<file path="src/design/backEndPkg.sv">
// Shared widths, enumerations and payload structs used by every back-end module.
package backEndPkg;

   // ~~~~~~~~~~~~~~~~~~~~~~~~~~~~~~
   // sizes
   // ~~~~~~~~~~~~~~~~~~~~~~~~~~~~~~
   localparam int unsigned dataWidth      = 16;
   localparam int unsigned regAddrWidth   = 3;
   localparam int unsigned memDepth       = 256;
   localparam int unsigned memAddrWidth   = $clog2(memDepth);
   localparam int unsigned memWaitCycles  = 2;
   localparam int unsigned waitCountWidth = $clog2(memWaitCycles + 1);

   // ~~~~~~~~~~~~~~~~~~~~~~~~~~~~~~
   // encodings
   // ~~~~~~~~~~~~~~~~~~~~~~~~~~~~~~
   typedef enum logic [2:0] {
      aluAdd        = 3'd0,
      aluSub        = 3'd1,
      aluAnd        = 3'd2,
      aluXor        = 3'd3,
      aluShiftLeft  = 3'd4,
      aluShiftRight = 3'd5,
      aluSetLess    = 3'd6,
      aluPassB      = 3'd7
   } aluOp_t;

   // writeback source.
   typedef enum logic [1:0] {
      wbAlu  = 2'd0,
      wbMem  = 2'd1,
      wbLink = 2'd2,
      wbImm  = 2'd3
   } wbSel_t;

   // ~~~~~~~~~~~~~~~~~~~~~~~~~~~~~~
   // payloads
   // ~~~~~~~~~~~~~~~~~~~~~~~~~~~~~~
   // decoded instruction from the front end.
   typedef struct packed {
      logic                    valid;
      aluOp_t                  aluOp;
      logic [dataWidth-1:0]    opA;
      logic [dataWidth-1:0]    opB;
      logic [dataWidth-1:0]    addPC;
      logic [dataWidth-1:0]    imm8;
      logic [dataWidth-1:0]    storeData;
      logic                    memWrt;
      logic                    readEn;
      wbSel_t                  wbSel;
      logic                    regWrt;
      logic [regAddrWidth-1:0] wrtReg;
   } execReq_t;

   // execute to memory.
   typedef struct packed {
      logic [dataWidth-1:0]    aluOut;
      logic [dataWidth-1:0]    addPC;
      logic [dataWidth-1:0]    imm8;
      logic [dataWidth-1:0]    storeData;
      logic                    memWrt;
      logic                    readEn;
      wbSel_t                  wbSel;
      logic                    regWrt;
      logic [regAddrWidth-1:0] wrtReg;
   } execMem_t;

   // memory to writeback.
   typedef struct packed {
      logic                    regWrt;
      logic [regAddrWidth-1:0] wrtReg;
      logic [dataWidth-1:0]    wbData;
   } memWb_t;

endpackage
</file>
<file path="src/design/backEnd.sv">
// Top level of the processor back end from execute through the memory-to-writeback register.
module backEnd (
   input  logic                 clk,
   input  logic                 reset,
   input  backEndPkg::execReq_t issue,
   output logic                 stall,
   output backEndPkg::memWb_t   retire
);
   import backEndPkg::*;

   execMem_t executeOut;
   execMem_t memCurrent;
   memWb_t   memOut;
   logic     memFire;
   logic     x2mHold;
   logic     m2wFlush;

   executeUnit executeUnit_i (
      .issue  (issue),
      .result (executeOut)
   );

   // execute to memory.
   pipeStage #(
      .payload_t (execMem_t)
   ) x2mStage (
      .clk   (clk),
      .reset (reset),
      .hold  (x2mHold),
      .flush (1'b0),
      .d     (executeOut),
      .q     (memCurrent)
   );

   pipeControl pipeControl_i (
      .clk     (clk),
      .reset   (reset),
      .current (memCurrent),
      .memFire (memFire),
      .hold    (x2mHold),
      .flush   (m2wFlush),
      .stall   (stall)
   );

   memoryStage memoryStage_i (
      .clk     (clk),
      .current (memCurrent),
      .memFire (memFire),
      .result  (memOut)
   );

   // memory to writeback takes bubbles while stalled.
   pipeStage #(
      .payload_t (memWb_t)
   ) m2wStage (
      .clk   (clk),
      .reset (reset),
      .hold  (1'b0),
      .flush (m2wFlush),
      .d     (memOut),
      .q     (retire)
   );

endmodule

</file>
<file path="src/design/memoryStage.sv">
// Memory stage holding the data array and selecting the writeback value.
module memoryStage (
   input  logic                 clk,
   input  backEndPkg::execMem_t current,
   input  logic                 memFire,
   output backEndPkg::memWb_t   result
);
   import backEndPkg::*;

   logic [dataWidth-1:0]    dataMem [memDepth];
   logic [memAddrWidth-1:0] memAddr;
   logic [dataWidth-1:0]    readWord;

   // ~~~~~~~~~~~~~~~~~~~~~~~~~~~~~~
   // data array
   // ~~~~~~~~~~~~~~~~~~~~~~~~~~~~~~
   // word address from the low ALU bits.
   assign memAddr  = current.aluOut[memAddrWidth-1:0];
   assign readWord = dataMem[memAddr];

   always_ff @(posedge clk) begin
      if (memFire && current.memWrt) begin
         dataMem[memAddr] <= current.storeData;
      end
   end

   // ~~~~~~~~~~~~~~~~~~~~~~~~~~~~~~
   // writeback select
   // ~~~~~~~~~~~~~~~~~~~~~~~~~~~~~~
   always_comb begin
      result.regWrt = current.regWrt;
      result.wrtReg = current.wrtReg;
      result.wbData = current.aluOut;
      case (current.wbSel)
         wbAlu:  result.wbData = current.aluOut;
         wbMem:  result.wbData = readWord;
         wbLink: result.wbData = current.addPC;
         wbImm:  result.wbData = current.imm8;
      endcase
   end

   // the fire pulse from control only lands on a load or store.
   fireOnMemOp: assert property (
      @(posedge clk)
      memFire |-> (current.memWrt || current.readEn)
   ) else $error("memoryStage: memFire without a memory access");

endmodule

</file>
<file path="src/design/pipeControl.sv">
// Memory wait control that stalls the front end and sequences the slow data memory.
module pipeControl (
   input  logic                 clk,
   input  logic                 reset,
   input  backEndPkg::execMem_t current,
   output logic                 memFire,
   output logic                 hold,
   output logic                 flush,
   output logic                 stall
);
   import backEndPkg::*;

   logic [waitCountWidth-1:0] waitCount;
   logic                      memOp;
   logic                      idle;
   logic                      fireCycle;

   assign memOp     = current.memWrt | current.readEn;
   assign idle      = waitCount == '0;
   assign fireCycle = waitCount == waitCountWidth'(memWaitCycles);

   // stall starts in the cycle the access arrives.
   assign stall   = (idle & memOp) | (!idle & !fireCycle);
   assign memFire = fireCycle;
   assign hold    = stall;
   assign flush   = stall;

   // ~~~~~~~~~~~~~~~~~~~~~~~~~~~~~~
   // wait counter
   // ~~~~~~~~~~~~~~~~~~~~~~~~~~~~~~
   always_ff @(posedge clk) begin
      if (reset) begin
         waitCount <= '0;
      end else if (fireCycle) begin
         waitCount <= '0;
      end else if (stall) begin
         waitCount <= waitCount + 1'b1;
      end
   end

   stallLength: assert property (
      @(posedge clk) disable iff (reset)
      $rose(stall) |-> stall [*memWaitCycles] ##1 !stall
   ) else $error("pipeControl: stall run has wrong length");

   // one fire per stall run.
   fireAfterStall: assert property (
      @(posedge clk) disable iff (reset)
      $fell(stall) |-> memFire ##1 !memFire
   ) else $error("pipeControl: memFire missing or repeated after stall");

endmodule

</file>
<file path="src/design/pipeStage.sv">
// Pipeline stage register with hold and flush that the back end instantiates per payload type.
module pipeStage #(
   parameter type payload_t = logic
) (
   input  logic     clk,
   input  logic     reset,
   input  logic     hold,
   input  logic     flush,
   input  payload_t d,
   output payload_t q
);

   always_ff @(posedge clk) begin
      if (reset) begin
         q <= '0;
      end else if (flush) begin
         // all-zero payload is a bubble.
         q <= '0;
      end else if (!hold) begin
         q <= d;
      end
   end

   // control never asks one stage to both keep and drop its contents.
   holdFlushExclusive: assert property (
      @(posedge clk) disable iff (reset)
      !(hold && flush)
   ) else $error("pipeStage: hold and flush both high");

endmodule

</file>
<file path="src/design/executeUnit.sv">
// Execute stage that turns an issued instruction into the execute-to-memory payload.
module executeUnit (
   input  backEndPkg::execReq_t issue,
   output backEndPkg::execMem_t result
);
   import backEndPkg::*;

   logic [dataWidth-1:0] aluResult;
   logic                 lessThan;

   // ~~~~~~~~~~~~~~~~~~~~~~~~~~~~~~
   // ALU
   // ~~~~~~~~~~~~~~~~~~~~~~~~~~~~~~
   assign lessThan = $signed(issue.opA) < $signed(issue.opB);

   always_comb begin
      aluResult = issue.opB;
      case (issue.aluOp)
         aluAdd:        aluResult = issue.opA + issue.opB;
         aluSub:        aluResult = issue.opA - issue.opB;
         aluAnd:        aluResult = issue.opA & issue.opB;
         aluXor:        aluResult = issue.opA ^ issue.opB;
         // shift amount is the low nibble of B.
         aluShiftLeft:  aluResult = issue.opA << issue.opB[3:0];
         aluShiftRight: aluResult = issue.opA >> issue.opB[3:0];
         aluSetLess:    aluResult = dataWidth'(lessThan);
         aluPassB:      aluResult = issue.opB;
      endcase
   end

   // ~~~~~~~~~~~~~~~~~~~~~~~~~~~~~~
   // payload
   // ~~~~~~~~~~~~~~~~~~~~~~~~~~~~~~
   always_comb begin
      result.aluOut    = aluResult;
      result.addPC     = issue.addPC;
      result.imm8      = issue.imm8;
      result.storeData = issue.storeData;
      result.wbSel     = issue.wbSel;
      result.wrtReg    = issue.wrtReg;
      // a bubble must not touch memory or the register file.
      result.memWrt    = issue.valid & issue.memWrt;
      result.readEn    = issue.valid & issue.readEn;
      result.regWrt    = issue.valid & issue.regWrt;
   end

   // a request is a load or a store, never both.
   always_comb begin
      if (issue.valid) begin
         loadStoreExclusive: assert (!(issue.memWrt && issue.readEn))
            else $error("executeUnit: memWrt and readEn both set");
      end
   end

endmodule

</file>
<file path="config.mk">
export PLATFORM = sky130hd
export DESIGN_NAME = backEnd
export DESIGN_NICKNAME = d
export VERILOG_FILES = /design/src/design/backEndPkg.sv /design/src/design/backEnd.sv /design/src/design/memoryStage.sv /design/src/design/pipeControl.sv /design/src/design/pipeStage.sv /design/src/design/executeUnit.sv
export SDC_FILE = /design/constraint.sdc
export NUM_CORES = 2
export LEC_CHECK = 0
export BUFFER_PORTS_ARGS = -buffer_cell sky130_fd_sc_hd__buf_4
export CELL_PAD_IN_SITES_DETAIL_PLACEMENT = 0
export CELL_PAD_IN_SITES_GLOBAL_PLACEMENT = 1
export CORE_ASPECT_RATIO = 2
export CORE_UTILIZATION = 37
export DETAILED_ROUTE_END_ITERATION = 12
export PLACE_DENSITY = 0.63
export SKIP_LAST_GASP = 1
export SYNTH_ARGS = -nofsm -noshare
export SYNTH_HDL_FRONTEND = slang
export SYNTH_HIERARCHICAL = 1
export SYNTH_SLANG_ARGS = --single-unit
</file>
<file path="constraint.sdc">
create_clock -name clk -period 4.1 [get_ports clk]
set_clock_uncertainty 0.1 [all_clocks]
set_input_delay 0 -clock clk [delete_from_list [all_inputs] [get_ports clk]]
set_output_delay 0 -clock clk [all_outputs]
set_load 0.005 [all_outputs]
</file>
==> Word-level counts from Yosys, hierarchy flattened <==
Memories as Yosys holds them, arrays and structs flattened. A register that Yosys moved wholly into a read port is not among the register bits.
Cells that the tools add are included.
{ "totals": {"reg_bits": 94, "ramBits": 4096, "input_bits": 94, "output_inout_bits": 21, "elab_cells": 54, "n_memories": 1} }
{ "memory_table": {"columns": ["name", "words", "width", "rd", "rd_ports_with_merged_regs", "wr", "line", "source"], "rows": [
  ["memoryStage_i.dataMem", 256, 16, 1, 1, 1, "memoryStage.sv:10", "logic [dataWidth-1:0] dataMem [memDepth];"]
]} }
{ "op_classes": {"n_addsub": 3, "magnitude_cmp": 1, "n_eq_ne": 11, "shift": 2, "muxes": 6, "bitwise": 9, "n_reduce_logical": 8} }
{ "op_table": {"columns": ["cell", "count"], "rows": [
  ["16-bit one-hot mux with 8 select lines", 1],
  ["16-bit one-hot mux with 4 select lines", 1],
  ["16-bit adder", 1],
  ["16-bit AND", 1],
  ["16-bit < comparator", 1],
  ["8-bit two-way mux", 2],
  ["16-bit by 4-bit left shift with 16-bit output", 1],
  ["16-bit by 4-bit >> shifter with 16-bit output", 1],
  ["16-bit subtractor", 1],
  ["16-bit bitwise XOR", 1],
  ["3-bit == test, second input constant", 4],
  ["2-bit == test, second input constant", 3],
  ["3-bit by 2-bit == test with 1-bit output, second input constant", 2],
  ["1-bit AND", 5],
  ["2-bit zero test", 2],
  ["2-bit OR reduction", 2],
  ["3-bit by 1-bit == test with 1-bit output, second input constant", 1],
  ["3-bit zero test", 1],
  ["2-bit by 1-bit adder with 2-bit output, second input constant", 1],
  ["2-bit by 1-bit == test with 1-bit output, second input constant", 1],
  ["1-bit zero test", 2],
  ["1-bit two-way mux", 2],
  ["1-bit OR", 2],
  ["1-bit logical AND", 1]
]} }

==> Depth between registers and ports, before layout <==
{ "depth": {"depth_word": 6, "mapped_depth": 14, "mapped_depth_nobuf": 13} }

==> Hierarchy <==
Netlist, hierarchy kept.
{ "modules_own_cells": {"columns": ["module", "instances", "cells_per_inst", "area_each_um2", "seq_area_each_um2"], "rows": [
  ["memoryStage", 1, 7111, 156511.4, 122998.0],
  ["executeUnit", 1, 581, 3883.7, 0.0],
  ["pipeStage at x2mStage", 1, 233, 2645.0, 1441.4],
  ["pipeStage at m2wStage", 1, 65, 729.4, 400.4],
  ["pipeControl", 1, 21, 175.2, 40.0],
  ["backEnd", 1, 1, 3.8, 0.0]
]} }

==> Worst setup path before layout <==
No wires, ideal clock.
{ "synth_path": {"kind": "register to register", "start": "reg x2mStage/q[8] (netlist bit)", "end": "mem memoryStage_i.dataMem[0][0] (data pin)", "setup_ps": 856, "arrival_ps": 3397, "required_ps": 3144, "slack_ps": -253, "stages_incl_launch_ff": 1, "path_buffers": 0, "synth_period_minus_slack_ps": 4353, "cell_sequence": "dfxtp_1"} }
{ "synth_rtl": {"columns": ["item", "line", "source"], "rows": [
  ["start, declared", "pipeStage.sv:10", "output payload_t q"],
  ["start signal, assigned", "pipeStage.sv:15", "q <= '0;"],
  ["start signal, assigned", "pipeStage.sv:18", "q <= '0;"],
  ["start signal, assigned", "pipeStage.sv:20", "q <= d;"],
  ["end, declared", "memoryStage.sv:10", null]
]} }
Straight into the memory's write port.

==> run summary <==
Worst hold path class: input port to flop
Worst setup SP type: input port
Starting Density: 37.2%
Final Setup Violations: 1
FP Rows: 345
Critical Path End Type: flop
Netlist cell types: 96
Final Power: 92500 uW
Post-synth top flop: edfxtp_1
Die area: 0.446 mm^2
Relative slew margins: 8.41%
Hold path cells: 8
Mapped Area: 0.164 mm^2
Die Y: 943 um
Antenna violations before repair: 38
Final Cycle Share: 100%
Root buffer cell: clkbuf_16
Post-synth top cells: edfxtp_1, mux4_2, nor2_1, mux2i_1, a22oi_1
Failing checks: negative setup slack
Gate count after technology mapping: 8012
Final hold viol count: 0
Vias per cell: 5.56
RSZ-0062 raised after global routing: yes
Reg2Reg Depth: 11
Min Tclk post-route: 4.12 ns
Flops & latches, synth: 4190
Synth area leader: edfxtp_1
Fmax: 243 MHz
DRT antenna net count: 0
Max-slew violations: 0
Core Box Area: 0.441 mm^2
Status: finished, violations left
Vias: 84000
Fraction of layout cells with a size suffix above 1: 26.5%
WHS: 0.0640 ns
Synth top area share: 75.0%
Largest cells by area after synthesis: edfxtp_1, mux4_2, mux2i_1
CP max FO: 11
Tot GR Track Use: 21.2%
Max Root-Sink Buffers: 4
Wire per inst: 31.7 um
CTS tree: yes
Hold Path Sink: x2mStage/q[64]$_SDFFE_PP0N_
R2r setup slk: 0.01 ns
Sequential element share of the synthesized area: 76.2%
Reg clk slew, reported paths: 0.07 ns
Critical path class: input port to flop
CTS H-tree depth: 5
Post-synth EDFFs: 4096
RR Startpoint: x2mStage/q[56]$_SDFFE_PP0N_
Power Dens Cells: 486 mW/mm^2
RR Endpoint: m2wStage/q[1]$_SDFFE_PP0N_
Final worst slack: -0.0178 ns
WP data required: 4.83 ns
Setup slack after placement: -1.26 ns
Initial DRC count: 8156
WP data arrival: 4.85 ns
I/O Buffers: 114
Synth Area per Inst: 20.5 um^2
Gr ovfl total: 0
Dpl hpwl: 314000 um
Final net count: 9025
Top-count cell post-synth: edfxtp_1
Routability congestion estimate: 0.887
Post-route DRC: 0
Top Ports: 115
Final wirelength: 480000 um
Layout area overhead: 16.0%
Clock Latency Late Sink: 0.97 ns
CTS sink count: 4190
Crit path from: issue[59]
DRT Pass-1 Iters: 8
First-pass GRT wire length: 672000 um
Yosys warns: 6
Vias in the first global route: 87200
Pleak: 0.0594 uW
CTS buffer count: 345
Fillers: 38100
Asr flop ratio synth: 0%
HP Start: issue[72]
Worst-Margin Slew: 1.37 ns
Overall die width: 473 um
Pin count of the biggest net entering global routing: 145
Max cap viols: 0
Maximum VDD drop: 0.378 mV
## placed cells by master (no fill, tap or decap), drive strengths merged, types with 19 or more instances in the layout
cell type,count
o221ai,66
clkinvlp,26
a221oi,51
dfxtp,94
ha,36
a22o,19
inv,71
bufinv,45
nor2b,26
nand3,64
mux4,863
dlygate4sd3,207
nor2,469
nand2,140
o22ai,117
nand4,22
edfxtp,4096
o211ai,31
clkbuf,403
clkinv,140
mux2i,419
a21oi,147
diode,32
o22a,30
a22oi,252
o21ai,125
a31oi,27
buf,865
mux2,53
a211oi,32
## state kept, by name, indices dropped and copies added (netlist names)
name                     count
x2mStage/q                  72
pipeControl_i/waitCount      2
m2wStage/q                  20
memoryStage_i/dataMem     4096
## kinds of logic after synthesis
| group | Yosys count | synth area share (%) |
|---|---|---|
| mux | 1335 | 14.8 |
| xor+xnor | 12 | 0.0641 |
| simple gates | 831 | 2.25 |
| fa+ha+maj | 38 | 0.299 |
| compound gates | 1010 | 4.34 |
| other cells | 1 | 0.00229 |
| buf+inv | 595 | 2.08 |
| flops | 4190 | 76.2 |
## how the worst max path moves through the flow
stage | slack [ns] | end | cells past startpoint
final | -0.02 | x2mStage/q[56]$_SDFFE_PP0N_ | 16
after global routing | -0.08 | x2mStage/q[56]$_SDFFE_PP0N_ | 16
after CTS | -0.1 | m2wStage/q[0]$_SDFFE_PP0N_ | 11
after detailed placement | -1.26 | m2wStage/q[0]$_SDFFE_PP0N_ | 11
after global placement | -1.28 | m2wStage/q[0]$_SDFFE_PP0N_ | 11
after floorplan | 0.96 | memoryStage_i/dataMem[198][0]$_DFFE_PP_ | 10
## where the power goes
part / internal, uW / switching, uW / leakage (uW) / total (uW)
sequential: 47800 / 499 / 0.0385 / 48300
clock: 18800 / 15600 / 0.00560 / 34400
combinational: 3740 / 6030 / 0.0153 / 9770
## repair_timing
item | in CTS | in global routing
pin swaps | 2 | 2
hold buffers | 207 | 0
endpoints found under the setup margin | 10 | 10
gates cloned | 0 | 1
buffers inserted | 6 | 0
hold endpoints to repair | 94 | 0
gates resized for setup | 15 | 14
## critical path, cell delays in order
cell and delay (ns):
dlygate4sd3_1 0.53, buf_4 0.22, inv_1 0.12, ha_2 0.37
and3_1 0.23, a221o_1 0.42, nand3_1 0.16, nand4_1 0.22
a311oi_1 0.29, dlygate4sd3_1 0.57, o21ai_0 0.06, dlygate4sd3_1 0.56
nand2_1 0.10, dlygate4sd3_1 0.62, mux2i_1 0.11, nor2_1 0.24
## metrics by stage
step	cell area, um^2	setup TNS [ns]	instances	utilization [%]
finish	190000	-0.0178	15100	43.1
global route	190000	-0.115	15100	43.1
CTS	190000	-0.0965	15100	43.1
detailed placement	176000	-3.59	14200	40.0
global placement	176000	-4.24	14200	40.0
floorplan	164000	0	8014	-
## cell type report
class                      count  area (um^2)  share of cell area [%]
tap                         5899         7380                    3.88
clock buffer                 402         9020                    4.74
multi-input combinational   3229        35900                    18.9
clock inverter               228         2540                    1.34
inverter                      54          203                   0.107
sequential                  4190       125000                    65.7
antenna                       32         80.1                  0.0421
timing repair buffer        1073        10200                    5.34
## routing by layer
metal  GRT usage [%]  routed length [um]
met1            23.5              167000
met2            39.1              258000
met3            2.38               23400
met4            12.2               31300
met5               0                  66
(Power assumes the default switching activity.)
